`src/source/mfb_split_pkg.sv`:
```
// Geometry defaults for the multi-region frame splitter
// Vector types for destination selects, region masks and output masks

package mfb_split_pkg;

    // Bus geometry, top level and testbench defaults
    localparam int SPLITTER_OUTPUTS = 4;
    localparam int REGIONS          = 2;
    localparam int REGION_SIZE      = 4;    // Blocks per region
    localparam int BLOCK_SIZE       = 8;    // Items per block
    localparam int ITEM_WIDTH       = 8;
    localparam int META_WIDTH       = 8;    // Without the select field

    // Destination index carried above the metadata of each region
    typedef logic [$clog2(SPLITTER_OUTPUTS)-1:0] sel_t;

    // One bit per region of a word
    typedef logic [REGIONS-1:0] region_mask_t;

    // One bit per output
    typedef logic [SPLITTER_OUTPUTS-1:0] out_mask_t;

endpackage
```
`src/source/mfb_output_stage.sv`:
```
// Output stage of the frame splitter
// Flag and metadata masking, select stripping, one registered ready/valid stage

`timescale 1ns/1ps

module mfb_output_stage #(
    parameter int REGIONS         = mfb_split_pkg::REGIONS,
    parameter int REGION_SIZE     = mfb_split_pkg::REGION_SIZE,
    parameter int BLOCK_SIZE      = mfb_split_pkg::BLOCK_SIZE,
    parameter int ITEM_WIDTH      = mfb_split_pkg::ITEM_WIDTH,
    parameter int META_WIDTH      = mfb_split_pkg::META_WIDTH,
    localparam int SEL_WIDTH      = $bits(mfb_split_pkg::sel_t),
    localparam int DATA_WIDTH     = REGIONS*REGION_SIZE*BLOCK_SIZE*ITEM_WIDTH,
    localparam int SOF_POS_WIDTH  = REGIONS*$clog2(REGION_SIZE),
    localparam int EOF_POS_WIDTH  = REGIONS*$clog2(REGION_SIZE*BLOCK_SIZE)
) (
    input  logic                              clk,
    input  logic                              rst_n,
    input  logic                              load,
    input  mfb_split_pkg::region_mask_t       own_mask,
    input  mfb_split_pkg::region_mask_t       start_owner,
    input  logic [DATA_WIDTH-1:0]             data,
    input  logic [REGIONS*(META_WIDTH+SEL_WIDTH)-1:0] meta,
    input  logic [REGIONS-1:0]                sof,
    input  logic [SOF_POS_WIDTH-1:0]          sof_pos,
    input  logic [REGIONS-1:0]                eof,
    input  logic [EOF_POS_WIDTH-1:0]          eof_pos,
    input  logic                              tx_dst_rdy,
    output logic                              can_load,
    output logic [DATA_WIDTH-1:0]             tx_data,
    output logic [REGIONS*META_WIDTH-1:0]     tx_meta,
    output logic [REGIONS-1:0]                tx_sof,
    output logic [SOF_POS_WIDTH-1:0]          tx_sof_pos,
    output logic [REGIONS-1:0]                tx_eof,
    output logic [EOF_POS_WIDTH-1:0]          tx_eof_pos,
    output logic                              tx_src_rdy
);
    import mfb_split_pkg::*;

    region_mask_t                  sof_keep;
    region_mask_t                  eof_keep;
    logic [REGIONS*META_WIDTH-1:0] meta_strip;
    logic                          valid_q;
    logic [DATA_WIDTH-1:0]         data_q;
    logic [REGIONS*META_WIDTH-1:0] meta_q;
    logic [REGIONS-1:0]            sof_q;
    logic [REGIONS-1:0]            eof_q;
    logic [SOF_POS_WIDTH-1:0]      sof_pos_q;
    logic [EOF_POS_WIDTH-1:0]      eof_pos_q;

    assign sof_keep = sof & start_owner;    // Starts of our frames
    assign eof_keep = eof & own_mask;       // Ends of our frames

    // Metadata only where one of our frames starts, select dropped
    always_comb begin
        for (int r = 0; r < REGIONS; r++) begin
            if (start_owner[r]) begin
                meta_strip[r*META_WIDTH +: META_WIDTH] =
                    meta[r*(META_WIDTH+SEL_WIDTH) +: META_WIDTH];
            end else begin
                meta_strip[r*META_WIDTH +: META_WIDTH] = '0;
            end
        end
    end

    always_ff @(posedge clk) begin
        if (load) begin
            data_q    <= data;
            meta_q    <= meta_strip;
            sof_q     <= sof_keep;
            eof_q     <= eof_keep;
            sof_pos_q <= sof_pos;
            eof_pos_q <= eof_pos;
        end
    end

    always_ff @(posedge clk or negedge rst_n) begin
        if (!rst_n) begin
            valid_q <= 1'b0;
        end else if (load) begin
            valid_q <= 1'b1;
        end else if (tx_dst_rdy) begin
            valid_q <= 1'b0;                // Word left, nothing new
        end
    end

    assign can_load   = !valid_q || tx_dst_rdy;

    assign tx_data    = data_q;
    assign tx_meta    = meta_q;
    assign tx_sof     = sof_q;
    assign tx_eof     = eof_q;
    assign tx_sof_pos = sof_pos_q;
    assign tx_eof_pos = eof_pos_q;
    assign tx_src_rdy = valid_q;

endmodule

```
`config.mk`:
```
export PLATFORM = sky130hd
export DESIGN_NAME = mfb_output_stage
export DESIGN_NICKNAME = d
export VERILOG_FILES = /design/src/source/mfb_split_pkg.sv /design/src/source/mfb_output_stage.sv
export SDC_FILE = /design/constraint.sdc
export NUM_CORES = 1
export LEC_CHECK = 0
export BUFFER_PORTS_ARGS = -buffer_cell sky130_fd_sc_hd__buf_4
export CORE_AREA = 2 2 430 432
export CTS_CLUSTER_DIAMETER = 50
export DETAILED_ROUTE_END_ITERATION = 8
export DIE_AREA = 0 0 432 434
export SKIP_CTS_REPAIR_TIMING = 1
export SLEW_MARGIN = 5
export SYNTH_ARGS = -nofsm -noshare
export SYNTH_HDL_FRONTEND = slang
export SYNTH_SLANG_ARGS = --single-unit
```
`constraint.sdc`:
```
create_clock -name clk -period 1.5 [get_ports clk]
set_clock_uncertainty 0.05 [all_clocks]
set_input_delay 0.3 -clock clk [delete_from_list [all_inputs] [get_ports clk]]
set_output_delay 0.3 -clock clk [all_outputs]
set_load 0.05 [all_outputs]
```
# Yosys cells after proc, flatten, opt, wreduce, memory -nomap -nowiden

Cells that the tools add are included.

Multiplexer cells: 2
Bitwise gates (word level): 2
Reduce and logical (&&, ||, !) cells: 3

Operator list:

| cell              | number |
|---|---|
| $and 2x2->2       | 2 |
| $mux 1            | 2 |
| $reduce_bool 2->1 | 1 |
| $logic_not 1->1   | 1 |
| $logic_or 1x1->1  | 1 |

Register bits: 547
Output and inout bits: 548
Logic and storage cells: 15

# Longest topological paths before layout

Word-level depth: 2
Mapped depth: 2

# Least setup slack after synthesis

OpenSTA, ideal clock, no wires.

Path type: register -> output
From: reg valid_q, in the netlist tx_src_rdy
To: out can_load
Arrival: 0.855 ns
Path slack: 0.295 ns
Stages on the path, launching flop included: 2
Path buffers: 0
Cells stage by stage: dfrtp_1 nand2b_4

Cells in the longest elaborated chain, start to end: 2

Ends and longest elaborated chain:

| element                | line                   | RTL |
|---|---|---|
| from (decl)            | mfb_output_stage.sv:43 | `logic valid_q;` |
| from (signal assigned) | mfb_output_stage.sv:79 | `valid_q <= 1'b0;` |
| from (signal assigned) | mfb_output_stage.sv:81 | `valid_q <= 1'b1;` |
| from (signal assigned) | mfb_output_stage.sv:83 | `valid_q <= 1'b0;` |
| $logic_not 1->1        | mfb_output_stage.sv:87 | `assign can_load = !valid_q \|\| tx_dst_rdy;` |
| $logic_or 1x1->1       | mfb_output_stage.sv:87 |  |
| to (decl)              | mfb_output_stage.sv:29 | `output logic can_load,` |

No other way between the ends.

# Worst setup path after layout

From: reg data_q[163], in the netlist tx_data[163]
To: out tx_data[163]

RTL lines:

| element                | line                   | RTL |
|---|---|---|
| from (decl)            | mfb_output_stage.sv:44 | `logic [DATA_WIDTH-1:0] data_q;` |
| from (signal assigned) | mfb_output_stage.sv:68 | `data_q <= data;` |
| to (decl)              | mfb_output_stage.sv:30 | `output logic [DATA_WIDTH-1:0] tx_data,` |

No word-level cell between the ends.

==> run metrics <==
Startpoint Class=register; Setup CP Type=register to primary output; Synth area leaders=edfxtp_1, and2_1, dfrtp_1, nand2b_4, nand2b_1; CTS tree=yes; Leakage=~0.016 uW; Worst R2R Setup Slack=0.17 ns; RSZ-0062 raised after global routing=true; failing checks=setup timing; Req. time, crit path=between 1 and 1.5 ns; Final Hold Viols=0; initial antenna violation count=around 160; origin of the critical flop-to-flop path=tx_src_rdy; clock slew at reported path FFs=approximately 0.06 ns; Slowest cell on crit path=edfxtp_1; Iteration-0 DRC Markers=between 800 and 900; Routed WL per cell=30.6 microns; largest net degree at the start of global routing=77; final setup violating endpoints=around 550; Final Worst Setup Slack=-0.350 ns; fin. max-slew vios=0; vias=~15k; reg2reg end=tx_src_rdy; Multi-input gate area=145 sq um; worst stage delay on the critical path=approximately 0.55 ns; Slew headroom=around two thirds; Critical Path Source=tx_data[163]; full die area=~0.19 sq mm; async set-reset flop share out of synthesis=less than 1%; area share of the largest cell type after synthesis=~99%; Post-Syn Nets=1127; Initial Util=a little under a tenth; cell family contributing the most delay on the critical path=flip-flops; Power Dens Cells=between 1000 and 1500 mW/mm^2; Ys Warns=0; drc violations=0; Core Rows=around 160; I/O Buffers=roughly 1.1k; H-tree Lvls=3; grt total ovfl=0; Via density=approximately 3; clk root buf=clkbuf_16; pre-CTS setup slack=0.0857 ns; CP Data Arrival Time=approximately 1.5 ns; Nets=between 2k and 3k; Post-synth EDFFs=546; I/O pin count=~1.1k; cell count after synthesis=569; chip height=~430 microns; # fillers=between 15k and 20k; final period utilization=123%; Worst-Margin Slew=roughly 0.48 ns; worst-path cell chain=buf_6; CP Buf/Inv Count=1; Max Cap Viol=0; crit path capture=tx_data[163]; Min-Delay Path Class=input port to register; most frequent cell after synthesis=edfxtp_1; first-pass GRT wire length=168000 microns; post-route ant nets=0; Layout Utilization=21.5%; Stages on worst setup path=1; run status=finished, violations left; share of cells above drive strength 1=~53%; mapped cell area=between 0.015 and 0.02 sq mm; vias in the first global route=about 12k; clk_lat worst skew=0.67 ns; #FFs+latches synth=between 500 and 600; Core Region=about 0.18 sq mm; Routability Congestion=0.901; DP HPWL=127000 microns; synthesized area per cell=29.1 sq um; kind of end point of the critical path=primary output; First-pass DRT Iterations=4; Die W=432 microns; Sinks on Clock Net=between 500 and 600; sequential-to-total area share from yosys stat=about 99%; Synth cell types=5; cell area after layout=0.0392 sq mm; Peak Freq=541 MHz; total track usage=between 10% and 20%; area leader, netlist=edfxtp_1; Placed Area=0.0283 sq mm; fin crit period=1.85 ns; Layout area overhead=136%; CTS Buf Count=90; Main synth FF type=edfxtp_1; total power=about 52000 uW; top cells by count, synth=edfxtp_1, and2_1, dfrtp_1, nand2b_1, nand2b_4; Worst Reg-to-Reg Cells=3; final wirelength=148000 microns; worst vdd ir=between 0.8 and 0.9 mV; Register Area=approximately 0.016 sq mm; Clock Path Buffers=3; Worst Path Max Fanout=1
[cell usage in the layout (no fill, tap or decap), types with 2 or more instances in the layout]
cell and count:
dlygate4sd3_1 570, buf_4 569, edfxtp_1 546, buf_6 540, clkbuf_16 91, and2_1 20, diode_2 19, buf_12 15
inv_6 13, clkinv_1 12, clkinv_2 10, clkinv_4 9, bufinv_16 9, buf_8 9, inv_8 8, clkbuf_1 7
clkinvlp_4 5, inv_16 2
[area by class of cell]
cell class | count | area share, %
flip-flops and latches | 547 | 41.9
diodes | 19 | 0.121
multi-input cells | 22 | 0.371
well taps | 2385 | 7.62
clock inverters | 70 | 1.97
repair buffers | 1703 | 42.1
clock buffers | 98 | 5.88
[power breakdown]
group / switching [uW] / internal [uW]
clock network: 8550 / 12900
logic: 7100 / 4180
registers: 715 / 18200
total: 16400 / 35300
[routing by layer]
metal	global-route usage (%)	up-vias	share of wire (%)
met5	0	-	0.046
met4	3.86	10	3.4
met3	10.4	432	15
met2	24.1	1056	48
met1	14.8	7109	33
li1	-	5971	-
[kinds of logic after synthesis]
family / after synthesis / synth area share, %
DFF: 547 / 99.1
and+or+nand+nor: 22 / 0.876
[through the flow]
step,std cells,setup TNS (ns),hold slack (ns)
finish,4844,-63.89,0.267
detailed placement,4087,0,0.0284
CTS,4255,-124.46,-0.750
global placement,4087,0,0.0304
global route,4838,-107.09,0.205
floorplan,569,0,-0.0456
[worst min path at each step]
stage | start | endpoint | cells past startpoint
CTS | rst_n | tx_src_rdy | 1
global placement | rst_n | tx_src_rdy | 1
global route | data[115] | tx_data[115] | 2
finish | data[387] | tx_data[387] | 2
floorplan | rst_n | tx_src_rdy | 0
detailed placement | rst_n | tx_src_rdy | 1
[sequential cells by signal (all words and copies together) (netlist names)]
signal	cells
tx_sof	2
tx_meta	16
tx_sof_pos	4
tx_eof_pos	10
tx_eof	2
tx_src_rdy	1
tx_data	512
Note: power is estimated with default switching activity, not from simulation.
