[config.mk]
export PLATFORM = sky130hd
export DESIGN_NAME = mfb_region_router
export DESIGN_NICKNAME = d
export VERILOG_FILES = /design/src/source/mfb_split_pkg.sv /design/src/source/mfb_region_router.sv
export SDC_FILE = /design/constraint.sdc
export NUM_CORES = 1
export LEC_CHECK = 0
export BUFFER_PORTS_ARGS = -buffer_cell sky130_fd_sc_hd__buf_4
export CORE_MARGIN = 10
export CORE_UTILIZATION = 34
export DETAILED_ROUTE_END_ITERATION = 7
export MAX_ROUTING_LAYER = met4
export PLACE_DENSITY_LB_ADDON = 0.15
export SLEW_MARGIN = 20
export SYNTH_ARGS = -nofsm -noshare
export SYNTH_HDL_FRONTEND = slang
export SYNTH_SLANG_ARGS = --single-unit
[constraint.sdc]
create_clock -name clk -period 1.8 [get_ports clk]
set_input_delay 0.09 -clock clk [delete_from_list [all_inputs] [get_ports clk]]
set_output_delay 0.09 -clock clk [all_outputs]
set_load 0.01 [all_outputs]
[src/source/mfb_split_pkg.sv]
// Geometry defaults for the multi-region frame splitter
// Vector types for destination selects, region masks and output masks

package mfb_split_pkg;

    // Bus geometry, top level and testbench defaults
    localparam int SPLITTER_OUTPUTS = 4;
    localparam int REGIONS          = 2;
    localparam int REGION_SIZE      = 4;    // Blocks per region
    localparam int BLOCK_SIZE       = 8;    // Items per block
    localparam int ITEM_WIDTH       = 8;
    localparam int META_WIDTH       = 8;    // Without the select field

    // Destination index carried above the metadata of each region
    typedef logic [$clog2(SPLITTER_OUTPUTS)-1:0] sel_t;

    // One bit per region of a word
    typedef logic [REGIONS-1:0] region_mask_t;

    // One bit per output
    typedef logic [SPLITTER_OUTPUTS-1:0] out_mask_t;

endpackage
[src/source/mfb_region_router.sv]
// Frame ownership tracking across regions and words
// Per-output region masks, load strobes and combined input ready

`timescale 1ns/1ps

module mfb_region_router #(
    parameter int SPLITTER_OUTPUTS = mfb_split_pkg::SPLITTER_OUTPUTS,
    parameter int REGIONS          = mfb_split_pkg::REGIONS,
    parameter int META_WIDTH       = mfb_split_pkg::META_WIDTH,
    localparam int SEL_WIDTH       = $clog2(SPLITTER_OUTPUTS),
    localparam int RX_META_WIDTH   = REGIONS*(META_WIDTH+SEL_WIDTH)
) (
    input  logic                        clk,
    input  logic                        rst_n,
    input  logic [RX_META_WIDTH-1:0]    rx_meta,
    input  mfb_split_pkg::region_mask_t rx_sof,
    input  mfb_split_pkg::region_mask_t rx_eof,
    input  logic                        rx_src_rdy,
    input  mfb_split_pkg::out_mask_t    can_load,
    output logic                        rx_dst_rdy,
    output mfb_split_pkg::out_mask_t    load,
    output mfb_split_pkg::region_mask_t own_mask    [SPLITTER_OUTPUTS-1:0],
    output mfb_split_pkg::region_mask_t start_owner [SPLITTER_OUTPUTS-1:0]
);
    import mfb_split_pkg::*;

    sel_t      dst_q;                       // Destination of the open frame
    logic      open_q;                      // Frame open at the word boundary
    sel_t      region_sel  [REGIONS-1:0];
    sel_t      region_dst  [REGIONS:0];     // Carried destination at region start
    logic      region_open [REGIONS:0];     // Frame open at region start
    out_mask_t recv;                        // Outputs taking part of this word
    logic      transfer;

    // Select field sits right above the metadata of its region
    always_comb begin
        for (int r = 0; r < REGIONS; r++) begin
            region_sel[r] = rx_meta[r*(META_WIDTH+SEL_WIDTH)+META_WIDTH +: SEL_WIDTH];
        end
    end

    // Walk the regions in bus order, carrying destination and open state
    always_comb begin
        region_dst[0]  = dst_q;
        region_open[0] = open_q;
        for (int r = 0; r < REGIONS; r++) begin
            if (rx_sof[r]) begin
                // An open frame ends before the new one starts
                region_open[r+1] = !rx_eof[r] || region_open[r];
                region_dst[r+1]  = region_sel[r];
            end else if (rx_eof[r]) begin
                region_open[r+1] = 1'b0;
                region_dst[r+1]  = region_dst[r];
            end else begin
                region_open[r+1] = region_open[r];
                region_dst[r+1]  = region_dst[r];
            end
        end
    end

    // End side owner is the open frame, else the frame starting here
    always_comb begin
        for (int o = 0; o < SPLITTER_OUTPUTS; o++) begin
            for (int r = 0; r < REGIONS; r++) begin
                if (region_open[r]) begin
                    own_mask[o][r] = (region_dst[r] == sel_t'(o));
                end else begin
                    own_mask[o][r] = rx_sof[r] && (region_sel[r] == sel_t'(o));
                end
                start_owner[o][r] = rx_sof[r] && (region_sel[r] == sel_t'(o));
            end
        end
    end

    always_comb begin
        for (int o = 0; o < SPLITTER_OUTPUTS; o++) begin
            recv[o] = |(own_mask[o] | start_owner[o]);
        end
    end

    // Only receivers of the word can hold it back
    assign rx_dst_rdy = (recv == '0) ? &can_load : &(can_load | ~recv);
    assign transfer   = rx_src_rdy && rx_dst_rdy;
    assign load       = transfer ? recv : '0;

    always_ff @(posedge clk or negedge rst_n) begin
        if (!rst_n) begin
            dst_q  <= '0;
            open_q <= 1'b0;
        end else if (transfer) begin
            dst_q  <= region_dst[REGIONS];
            open_q <= region_open[REGIONS];
        end
    end

endmodule

==> After elaboration in Yosys (flattened, before gate mapping) <==
Index checks and enable logic that the tools add are counted.
{ "classes": {"bitwise": 6, "muxes": 16, "reduce_logical": 24, "n_eq_ne": 12} }
{ "op_table": {"columns": ["cell", "count"], "rows": [
  ["$eq 2x2->1 const B", 8],
  ["$mux 1", 13],
  ["$logic_and 1x1->1", 9],
  ["$eq 2x1->1 const B", 4],
  ["$logic_not 2->1", 4],
  ["$or 2x2->2", 4],
  ["$reduce_and 4->1", 2],
  ["$reduce_or 2->1", 4],
  ["$logic_not 4->1", 1],
  ["$mux 2", 2],
  ["$mux 4", 1],
  ["$not 4->4", 1],
  ["$or 4x4->4", 1],
  ["$logic_not 1->1", 2],
  ["$logic_or 1x1->1", 2]
]} }
{ "totals": {"inputBits": 31, "wordCells": 60, "regBits": 3, "output_inout_bits": 21} }

==> Depth between registers and ports, before layout <==
Gate-level depths: netlist of the first run.
{ "logic_depth": {"word_depth": 12, "ltp_mapped": 6, "ltp_nobuf": 5} }

==> Worst setup path after synthesis of the first run <==
OpenSTA, ideal clock, no wires.
{ "synth_path": {"kind": "register -> register", "startpoint": "reg dst_q[0]", "endpoint": "reg dst_q[1]", "setup_slack_ns": 0.119, "synth_period_minus_slack_ns": 1.681, "arrival_ns": 1.556, "stages_incl_launch_ff": 7, "setup_ns": 0.125, "t_required_ns": 1.675, "path_buffers": 1, "cell_sequence": "dfrtp_1 -> buf_2 -> or3b_2 -> nand3_1 -> nor3_2 -> nor2_4 -> mux2_4"} }
{ "synth_via": {"elab_chain_cells": 10, "word_cells_on_any_way": 31, "cone_classes": "6 x eq/ne; 10 x mux; 6 x bitwise; 9 x reduce/logical"} }
{ "synth_lines": {"columns": ["element", "line", "rtl"], "rows": [
  ["start: declaration", "mfb_region_router.sv:27", "sel_t dst_q;"],
  ["start signal: assignment", "mfb_region_router.sv:91", "dst_q <= region_dst[REGIONS];"],
  ["$mux 2", "mfb_region_router.sv:47", "if (rx_sof[r]) begin"],
  ["$eq 2x1->1, or another cell as far along", "mfb_region_router.sv:66", "own_mask[o][r] = (region_dst[r] == sel_t'(o));"],
  ["$mux 1", "mfb_region_router.sv:65", "if (region_open[r]) begin"],
  ["$or 2x2->2", "mfb_region_router.sv:77", "recv[o] = |(own_mask[o] | start_owner[o]);"],
  ["$reduce_or 2->1", "mfb_region_router.sv:77", null],
  ["$not 4->4", "mfb_region_router.sv:82", "assign rx_dst_rdy = (recv == '0) ? &can_load : &(can_load | ~recv);"],
  ["$or 4x4->4", "mfb_region_router.sv:82", null],
  ["$reduce_and 4->1", "mfb_region_router.sv:82", null],
  ["$mux 1 *", "mfb_region_router.sv:82", null],
  ["$logic_and 1x1->1 *", "mfb_region_router.sv:83", "assign transfer = rx_src_rdy && rx_dst_rdy;"]
]} }
Mark *: on every way between the ends. The rest lies on a longest branch, timed or not.
A chain may end at the register's enable or synchronous reset.

==> Worst setup path after layout of the first run <==
{ "layout_path": {"startpoint": "reg open_q", "endpoint": "out load[2]"} }
{ "layout_via": {"elab_chain_cells": 11, "word_cells_on_any_way": 26, "cone_classes": "12 x mux; 6 x bitwise; 8 x reduce/logical"} }
{ "layout_lines": {"columns": ["element", "line", "rtl"], "rows": [
  ["start: declaration", "mfb_region_router.sv:28", "logic open_q;"],
  ["start signal: assignment", "mfb_region_router.sv:92", "open_q <= region_open[REGIONS];"],
  ["$mux 1 or $logic_or 1x1->1 (tied branches)", "mfb_region_router.sv:51, mfb_region_router.sv:49", null],
  ["$mux 1", "mfb_region_router.sv:47", null],
  ["$mux 1", "mfb_region_router.sv:65", null],
  ["$or 2x2->2", "mfb_region_router.sv:77", null],
  ["$reduce_or 2->1", "mfb_region_router.sv:77", null],
  ["$not 4->4", "mfb_region_router.sv:82", null],
  ["$or 4x4->4", "mfb_region_router.sv:82", null],
  ["$reduce_and 4->1", "mfb_region_router.sv:82", null],
  ["$mux 1", "mfb_region_router.sv:82", null],
  ["$logic_and 1x1->1", "mfb_region_router.sv:83", null],
  ["$mux 4 *", "mfb_region_router.sv:84", "assign load = transfer ? recv : '0;"],
  ["end: declaration", "mfb_region_router.sv:21", "output mfb_split_pkg::out_mask_t load,"]
]} }
Marks and branches as above.

==> impl_summary.txt, run 1 <==
----------------------------------------------------
[Run status]
  Outcome ... finished, violations left
  Failing checks ... setup timing

[Cells and area]
  Register area ... 76.3 um2
  Diodes inserted ... 0
  Cell area after layout ... 1100 um2
  Number of fillers in the final layout ... 168
  Area used by multi-input combinational logic ... 554 um2
  Number of nets in the finished design ... 164
  Non-filler instance count after layout ... 157
  Layout cell share with drive strength beyond 1 ... 54.5%
  Synthesis-to-layout area growth ... 74.5%

[Detailed routing]
  Per-cell routed wire length ... 14.9 um
  Length of the first detailed-routing pass in iterations ... 4
  Number of nets still failing antenna checks after routing ... 0
  DRC violation count after routing ... 0
  Total routed wirelength ... 2.35 mm
  Via-to-Cell Ratio ... 5.13
  Vias post-DR ... 806
  Initial drt markers ... 12

[Logic synthesis]
  Yosys warnings ... 0
  Net count of the mapped netlist ... 113
  Fraction of registers with async set or reset after synthesis ... 100%
  Top cells by count, synth ... sky130_fd_sc_hd__inv_1, sky130_fd_sc_hd__o21ai_0, sky130_fd_sc_hd__nand2_1
  Number of enable flip-flop cells after synthesis ... 0
  Post-Syn Area per Cell ... 7.66 um2
  Cells taking the most area after synthesis ... sky130_fd_sc_hd__dfrtp_1, sky130_fd_sc_hd__o21ai_0, sky130_fd_sc_hd__inv_1
  Number of synthesized register bits ... 3
  Synth Instances ... 82
  Number of distinct library cells after synthesis ... 33
  Share of the yosys chip area belonging to registers ... 12.0%
  Leading register cell type out of synthesis ... sky130_fd_sc_hd__dfrtp_1
  Cell type with the highest aggregate area in the netlist ... sky130_fd_sc_hd__dfrtp_1
  Mapped Area ... 628 um2
  Area share of the leading cell type in the synthesized netlist ... 12.0%

[Clock network]
  Number of CTS-inserted buffers ... 3
  CTS sink cnt ... 3
  Clock buffer depth ... 2
  TritonCTS clock tree ... built
  Clk pin slew, worst setup/hold paths ... 0.04 ns
  Clock latency reported for the late side of the worst-skew pair ... 0.23 ns
  Root Buffer ... sky130_fd_sc_hd__clkbuf_4
  H-tree levels ... 1

[Run]
  Number of maximum-capacitance constraint violations ... 0

[Place]
  Placement Cell Area ... 940 um2
  Instance count after placement with tap cells included ... 144
  Final weighted congestion of routability-driven global placement ... 0.866
  Quantity of I/O buffers inserted on ports ... 35
  Detailed-placement wirelength estimate ... 1.75 mm

[Timing]
  Final setup violation count ... 1
  Period utilisation layout ... 100%
  Fin. max-slew vios ... 0
  Aggregate negative setup slack ... -0.00547 ns
  Worst rel slew slack ... 77.2%
  Post-route worst hold slack ... 0.177 ns
  Setup repair after global routing missed its margin ... yes
  Worst Slack Setup Final ... -0.00547 ns
  Clock Skews ... 0.000651 ns
  Final Hold Vio Count ... 0
  Shortest period the worst path allows ... 1.81 ns
  Worst-Margin Slew ... 0.341 ns
  Maximum clock frequency ... 554 MHz

[Die]
  Die extent in y ... 63.0 um
  Chip Width ... 63.0 um
  Floorplan core area ... 1750 um2
  Top-level I/O count ... 52
  Die outline area ... 3970 um2
  Initial Utilization ... 36.0%
  Std cell rows ... 15

[Power and ir drop]
  Static leakage power ... 0.575 nW
  Total Power Consumption ... 1.20 mW
  Total power per unit cell area ... 1090 nW/um2
  Worst voltage drop across the vdd grid ... 0.000571 V

[Global routing]
  Maximum number of pins on one net before global-route repair ... 12
  Number of global-route vias before repair ... 807
  Remaining Overflow, GRT ... 0
  First-pass GRT wire length ... 3.66 mm
  Total global-route track usage ... 11.2%
  Antenna violations before repair ... 0

[Hold path]
  Path type of the worst min-delay path ... in2async

[Worst setup path]
  Critical path arrival ... 1.72 ns
  Required time at the worst-slack endpoint ... 1.71 ns
  Maximum fanout along the worst path ... 6
  Kind of start point of the critical path ... flip-flop
  Category of the most critical setup path ... reg2out
  CP endpoint kind ... output pin

----------------------------------------------------
==> layer usage <==
layer | part of all wire (%) | up-vias | GRT usage, %
met2 | 44 | 38 | 16.8
li1 | - | 402 | -
met1 | 49 | 363 | 14.0
met5 | 0 | - | -
met3 | 6.7 | 3 | 3.41
met4 | 0.77 | 0 | 3.35
==> critical path, cell delays in order, from the launching register on <==
cell and delay, ns:
sky130_fd_sc_hd__dfrtp_2 0.43, sky130_fd_sc_hd__buf_6 0.13, sky130_fd_sc_hd__and2b_1 0.18, sky130_fd_sc_hd__a2bb2oi_4 0.17, sky130_fd_sc_hd__nand4_4 0.17, sky130_fd_sc_hd__nor2_4 0.13, sky130_fd_sc_hd__o21a_1 0.14, sky130_fd_sc_hd__buf_4 0.12
==> cells in the final DEF, fill, tap and decap left out, drive strengths merged <==
master	n
buf	47
inv	11
o21ai	11
nand2	8
nand3	7
nand3b	4
and2b	4
nor2	4
mux2i	4
clkbuf	4
maj3	3
or3b	3
nand4	3
mux2	3
dfrtp	3
o21a	2
nor3	2
o22ai	1
a2bb2oi	1
o22a	1
a32oi	1
o221ai	1
o221a	1
a311oi	1
o41ai	1
dlygate4sd3	1
==> where the power goes <==
part | total (mW) | switching [mW] | internal (mW)
Sequential | 0.151 | 0.0478 | 0.104
Clock | 0.121 | 0.0375 | 0.0832
Combinational | 0.927 | 0.417 | 0.510
Total | 1.20 | 0.502 | 0.697
==> final cells by class <==
type,count,area share (%)
Clock buffer,4,2.40
Inverter,11,3.77
Multi-Input combinational cell,66,50.6
Sequential cell,3,6.96
Tap cell,25,2.85
Timing Repair Buffer,48,33.4
==> repair_timing <==
item	CTS	global route
gates cloned	0	1
endpoints found under the hold margin	3	0
hold buffers	1	0
setup endpoints to repair	3	11
gates resized for setup	4	11
pin swaps	3	8
buffers inserted	5	2
==> per-stage QoR <==
| stage | utilization (%) | worst slack [ns] |
|---|---|---|
| CTS | 59.3 | -0.0263 |
| finish | 62.8 | -0.00547 |
| global placement | 53.8 | 0.0499 |
| global route | 62.8 | -0.0637 |
| floorplan | - | 0.119 |
| detailed placement | 53.8 | 0.0425 |
==> worst paths after layout <==
| path | end | slack (ns) | cells past startpoint | startpoint |
|---|---|---|---|---|
| worst max register to register | dst_q[1] | 0.04 | 7 | open_q |
| worst min register to register | open_q | 0.80 | 3 | open_q |
| min in group clk | dst_q[0] | 0.21 | 3 | rx_sof[1] |
| worst min-delay path | dst_q[0] | 0.18 | 2 | rst_n |
| worst max-delay path | load[2] | -0.005 | 7 | open_q |
| max in group asynchronous | open_q | 1.52 | 2 | rst_n |
==> registers in the layout, summed over array words and instances, names as in the netlist <==
| register | flops |
|---|---|
| dst_q | 2 |
| open_q | 1 |
==> cell families after synthesis <==
group	synth area share, %
AO/OA/AOI/OAI	25.9
buffers and inverters	9.76
adder cells (fa/ha/maj)	3.39
flip-flops	12.0
AND/OR/NAND/NOR	36.1
multiplexers	12.9
No activity file was read; power rests on OpenSTA's default activity.
==> run 2, diff against run 1 <==
- RECOVER_POWER: default -> 50
==> run 2 against run 1 <==
Against the previous run:
- the run still ends with setup timing left
- routed wire length grew 0.21%
- sequential share of layout area grew 0.14 points
- cell count is the same
- combinational power shrank 0.5%
- clock power is essentially flat
- global-route usage is the same
- core utilization shrank 1.2 points
- first-iteration DRC count shrank 8.3%
- sequential power is essentially flat
- count of clock-buffer cells in the layout is the same
- worst hold slack gained 0.0047 ns
- critical path depth is the same
- critical path type unchanged
==> impl_summary.txt, run 2 (same netlist as run 1, synthesis figures left out) <==
----------------------------------------------------
[Run status]
  Outcome ... finished, violations left
  Failing checks ... setup timing

[Place]
  Quantity of I/O buffers inserted on ports ... 35
  Detailed-placement wirelength estimate ... 1.75 mm
  Placement Cell Area ... 940 um2
  Pre-CTS setup slack ... 0.0425 ns
  Final weighted congestion of routability-driven global placement ... 0.866
  Instance count after placement with tap cells included ... 144

[Die]
  Top-level I/O count ... 52
  Std cell rows ... 15
  Chip Width ... 63.0 um
  Floorplan core area ... 1750 um2
  Die outline area ... 3970 um2
  Initial Utilization ... 36.0%
  Die extent in y ... 63.0 um

[Cells and area]
  Most common cell after layout, fill and taps aside ... sky130_fd_sc_hd__buf_4
  Non-filler instance count after layout ... 157
  Register name with the most flops ... dst_q
  Share of the core filled with cells in the final layout ... 61.6%
  Number of nets in the finished design ... 164
  Diodes inserted ... 0
  Synthesis-to-layout area growth ... 71.1%
  Layout cell share with drive strength beyond 1 ... 50.0%
  Largest register FFs ... 2
  Most used cells in the layout excluding fill and tap cells ... sky130_fd_sc_hd__buf_4, sky130_fd_sc_hd__inv_1, sky130_fd_sc_hd__o21ai_0
  Cell area after layout ... 1070 um2
  Biggest regs ... dst_q: 2 flops, open_q: 1 flops
  Number of fillers in the final layout ... 173

[Timing]
  Clock Skews ... 0.000664 ns
  Final Hold Vio Count ... 0
  Worst rel slew slack ... 77.2%
  Shortest period the worst path allows ... 1.81 ns
  Worst-Margin Slew ... 0.341 ns
  Setup repair after global routing missed its margin ... yes
  Maximum clock frequency ... 553 MHz
  Worst Slack Setup Final ... -0.00674 ns
  Period utilisation layout ... 100%
  Final setup violation count ... 1
  Fin. max-slew vios ... 0

[Power and ir drop]
  Static leakage power ... 0.554 nW
  Worst voltage drop across the vdd grid ... 0.000571 V
  Total power per unit cell area ... 1110 nW/um2
  Total Power Consumption ... 1.20 mW

[Worst setup path]
  Required time at the worst-slack endpoint ... 1.71 ns
  Critical Path Stages ... 7
  Gate family responsible for the most delay along the worst path ... simple AND/OR/NAND/NOR gates
  Slowest cell on the critical path ... sky130_fd_sc_hd__dfrtp_2
  Category of the most critical setup path ... reg2out
  CP peak stage delay ... 0.43 ns
  CP endpoint kind ... output pin
  Cell-by-cell trace of the critical path ... buf_6 -> and2b_1 -> a2bb2oi_4 -> nand4_4 -> nor2_4 -> o21a_1 -> buf_4
  Critical path arrival ... 1.72 ns
  Worst Path Buf+Inv ... 2
  Kind of start point of the critical path ... flip-flop
  Maximum fanout along the worst path ... 6
  Register-to-Register Path Depth ... 7

[Clock network]
  Root Buffer ... sky130_fd_sc_hd__clkbuf_4
  TritonCTS clock tree ... built
  H-tree levels ... 1
  Number of CTS-inserted buffers ... 3
  Clock buffer depth ... 2
  Clock latency reported for the late side of the worst-skew pair ... 0.24 ns
  CTS sink cnt ... 3
  Clk pin slew, worst setup/hold paths ... 0.04 ns

[Detailed routing]
  Number of nets still failing antenna checks after routing ... 0
  Initial drt markers ... 11
  Via-to-Cell Ratio ... 5.12
  Vias post-DR ... 804
  Total routed wirelength ... 2.35 mm
  Length of the first detailed-routing pass in iterations ... 5
  DRC violation count after routing ... 0
  Per-cell routed wire length ... 15.0 um

[Global routing]
  Remaining Overflow, GRT ... 0
  Antenna violations before repair ... 0
  First-pass GRT wire length ... 3.66 mm
  Total global-route track usage ... 11.2%
  Maximum number of pins on one net before global-route repair ... 12
  Number of global-route vias before repair ... 807

[Hold path]
  Path type of the worst min-delay path ... in2async

[Run]
  Number of maximum-capacitance constraint violations ... 0

----------------------------------------------------
[run 2: cell count changes in the layout (fill, tap and decap cells not counted)]
cell                       delta
sky130_fd_sc_hd__clkbuf_1     +5
sky130_fd_sc_hd__or3b_1       +1
sky130_fd_sc_hd__buf_4        -5
sky130_fd_sc_hd__or3b_4       -1
[run 2: path summary, 6_finish.rpt]
kind	from	end	slack (ns)
setup / recovery	open_q	load[2]	-0.007
max in group asynchronous	rst_n	open_q	1.46
setup reg to reg	open_q	dst_q[1]	0.04
hold reg to reg	open_q	open_q	0.80
hold / removal	rst_n	dst_q[0]	0.18
min in group clk	rx_sof[1]	dst_q[0]	0.21
[run 2: per-stage QoR]
stage	TNS, ns	hold slack, ns
floorplan	0	-0.206
global placement	0	-0.122
detailed placement	0	-0.120
CTS	-0.0263	0.169
global route	-0.197	0.221
finish	-0.00674	0.181
[run 2: repair_timing]
| item | CTS | global route |
|---|---|---|
| resized for setup | 4 | 11 |
| hold buffers | 1 | 0 |
| buffers inserted | 5 | 2 |
| hold endpoints to repair | 3 | 0 |
| pin swaps | 3 | 8 |
| setup endpoints to repair | 3 | 11 |
| gates cloned | 0 | 1 |
[run 2: per-layer routing]
layer	vias up	part of all wire [%]	global-route usage (%)
li1	402	-	-
met1	362	50	14.0
met2	37	43	16.8
met3	3	6.0	3.41
met4	0	0.77	3.35
met5	-	0	-
[run 2: where the power goes]
| part | switching (mW) | internal, mW | total, mW |
|---|---|---|---|
| Combinational | 0.417 | 0.505 | 0.922 |
| Sequential | 0.0478 | 0.104 | 0.151 |
| Clock | 0.0381 | 0.0833 | 0.121 |
[run 2: layout make-up]
type	count	area [um2]	share of cell area, %
multi-input cells	66	552	51.3
repair buffers	48	348	32.4
flip-flops and latches	3	76.3	7.10
inverters	11	41.3	3.84
well taps	25	31.3	2.91
clock buffers	4	26.3	2.44
==> run 3, diff against run 2 <==
--- a/constraint.sdc
+++ b/constraint.sdc
@@ -3,2 +3,2 @@
 set_output_delay 0.09 -clock clk [all_outputs]
-set_load 0.01 [all_outputs]
+set_load 0.005 [all_outputs]
==> run 3 against run 2 <==
Against the previous run:
- the flow now finishes without violations
- core utilization increased by 0.57 points
- setup slack improved by 0.011 ns
- sequential cell count unchanged
- maximum frequency up 0.61%
- clock skew hardly changed
- routed wire length rose by 0.72%
- sequential power barely moved
- non-clock buffer count stayed put
- first-iteration DRC count increased by 9.1%
- cell area up 0.93%
- critical endpoint unchanged
- highest routed layer unchanged
==> impl_summary.txt, run 3 (same netlist as run 1, synthesis figures left out) <==
----------------------------------------------------
[Detailed routing]
  Total routed wirelength ... 2.37 mm
  Length of the first detailed-routing pass in iterations ... 4
  Vias post-DR ... 805
  Initial drt markers ... 12
  Per-cell routed wire length ... 15.1 um
  Number of nets still failing antenna checks after routing ... 0
  DRC violation count after routing ... 0
  Via-to-Cell Ratio ... 5.13

[Power and ir drop]
  P_sw ... 0.465 mW
  Cell internal power dissipation ... 0.688 mW
  Switching power share of the total ... 40.3%
  Static leakage power ... 0.568 nW
  Sequential group share of total power ... 13.1%
  Worst voltage drop across the vdd grid ... 0.000569 V
  Power share of the combinational group ... 76.4%
  Clock network fraction of total power ... 10.5%
  Total power per unit cell area ... 1060 nW/um2

[Timing]
  Period utilisation layout ... 99.8%
  Clock Skews ... 0.000349 ns
  Fin. max-slew vios ... 0
  Final Hold Vio Count ... 0
  Aggregate negative setup slack ... 0 ns
  Maximum clock frequency ... 557 MHz
  Shortest period the worst path allows ... 1.80 ns
  Final setup violation count ... 0
  Setup repair after global routing missed its margin ... yes
  Post-route worst hold slack ... 0.182 ns
  Worst-Margin Slew ... 0.340 ns
  Worst rel slew slack ... 77.3%

[Worst setup path]
  Slowest cell on the critical path ... sky130_fd_sc_hd__dfrtp_2
  Gate family responsible for the most delay along the worst path ... simple AND/OR/NAND/NOR gates
  Worst Path Buf+Inv ... 2
  CP peak stage delay ... 0.43 ns
  Critical path arrival ... 1.71 ns
  Kind of start point of the critical path ... flip-flop
  CP endpoint kind ... output pin
  Cell-by-cell trace of the critical path ... buf_6 -> and2b_1 -> a2bb2oi_4 -> nand4_4 -> nor2_4 -> o21a_1 -> buf_4
  Category of the most critical setup path ... reg2out
  Required time at the worst-slack endpoint ... 1.71 ns
  Maximum fanout along the worst path ... 6

[Global routing]
  Maximum number of pins on one net before global-route repair ... 12
  Remaining Overflow, GRT ... 0
  Total global-route track usage ... 11.2%
  Antenna violations before repair ... 0
  Number of global-route vias before repair ... 807
  First-pass GRT wire length ... 3.66 mm

[Cells and area]
  Non-filler instance count after layout ... 157
  Diodes inserted ... 0
  Number of nets in the finished design ... 164
  Share of the core filled with cells in the final layout ... 62.2%
  Cell area after layout ... 1080 um2
  Number of fillers in the final layout ... 172
  Most common cell after layout, fill and taps aside ... sky130_fd_sc_hd__buf_4
  Layout cell share with drive strength beyond 1 ... 53.8%
  Most used cells in the layout excluding fill and tap cells ... sky130_fd_sc_hd__buf_4, sky130_fd_sc_hd__inv_1, sky130_fd_sc_hd__o21ai_0
  Biggest regs ... dst_q: 2 flops, open_q: 1 flops
  Synthesis-to-layout area growth ... 72.7%
  Largest register FFs ... 2
  Register name with the most flops ... dst_q

[Die]
  Initial Utilization ... 36.0%
  Top-level I/O count ... 52
  Die outline area ... 3970 um2
  Floorplan core area ... 1750 um2
  Std cell rows ... 15
  Chip Width ... 63.0 um
  Die extent in y ... 63.0 um

[Clock network]
  Clock latency reported for the late side of the worst-skew pair ... 0.24 ns
  TritonCTS clock tree ... built
  H-tree levels ... 1
  Root Buffer ... sky130_fd_sc_hd__clkbuf_4
  Number of CTS-inserted buffers ... 3
  CTS sink cnt ... 3
  Clock buffer depth ... 2
  Clk pin slew, worst setup/hold paths ... 0.04 ns

[Run status]
  Outcome ... finished, final reports clean

[Place]
  Detailed-placement wirelength estimate ... 1.75 mm
  Quantity of I/O buffers inserted on ports ... 35
  Placement Cell Area ... 940 um2
  Instance count after placement with tap cells included ... 144
  Final weighted congestion of routability-driven global placement ... 0.866

[Hold path]
  Path type of the worst min-delay path ... in2async

[Run]
  Number of maximum-capacitance constraint violations ... 0

----------------------------------------------------
## run 3: worst paths after layout
path                           start       end  slack (ns)  cells after the start
setup / recovery              open_q   load[2]       0.004                      7
hold / removal                 rst_n  dst_q[0]        0.18                      2
setup reg to reg              open_q  dst_q[1]        0.04                      7
hold reg to reg               open_q    open_q        0.80                      3
max in group asynchronous      rst_n    open_q        1.46                      2
min in group clk           rx_sof[1]  dst_q[0]        0.20                      3
## run 3: worst register-to-register path, stage by stage (launching register included)
cell	delay, ns
sky130_fd_sc_hd__dfrtp_2	0.43
sky130_fd_sc_hd__buf_6	0.13
sky130_fd_sc_hd__and2b_1	0.18
sky130_fd_sc_hd__a2bb2oi_4	0.17
sky130_fd_sc_hd__nand4_4	0.17
sky130_fd_sc_hd__nor2_4	0.13
sky130_fd_sc_hd__buf_4	0.14
sky130_fd_sc_hd__mux2_4	0.29
## run 3: timing repair
item | in CTS | in global routing
pin swaps | 2 | 8
resized for setup | 4 | 9
hold endpoints to repair | 3 | 0
hold buffers | 1 | 0
setup buffers | 5 | 2
gates cloned | 0 | 1
setup endpoints to repair | 3 | 11
## run 3: through the flow
step	setup WS [ns]	power [mW]
CTS	-0.0151	1.05
floorplan	0.119	0.538
detailed placement	0.0425	0.823
finish	0.00426	1.15
global placement	0.0499	0.815
global route	-0.0526	1.24
## run 3: power by group through the flow
stage | registers (mW) | clock network (mW) | logic [mW]
after detailed placement | 0.150 | 0 | 0.673
after global routing | 0.154 | 0.135 | 0.955
after floorplan | 0.119 | 0 | 0.419
final | 0.151 | 0.121 | 0.880
after CTS | 0.143 | 0.125 | 0.787
after global placement | 0.149 | 0 | 0.666
## run 3: layout make-up
class / instances / area [um2] / share of cell area, %
Multi-Input combinational cell: 66 / 547 / 50.4
Inverter: 11 / 41.3 / 3.81
Timing Repair Buffer: 48 / 363 / 33.4
Sequential cell: 3 / 76.3 / 7.04
Clock buffer: 4 / 26.3 / 2.42
Tap cell: 25 / 31.3 / 2.88
## run 3: layer usage
| metal | vias up | wire (um) | global-route usage (%) | share of wire [%] |
|---|---|---|---|---|
| met2 | 37 | 1040 | 16.8 | 44 |
| li1 | 401 | - | - | - |
| met5 | - | 0 | - | 0 |
| met1 | 364 | 1150 | 14.0 | 49 |
| met4 | 0 | 18 | 3.35 | 0.76 |
| met3 | 3 | 155 | 3.41 | 6.5 |
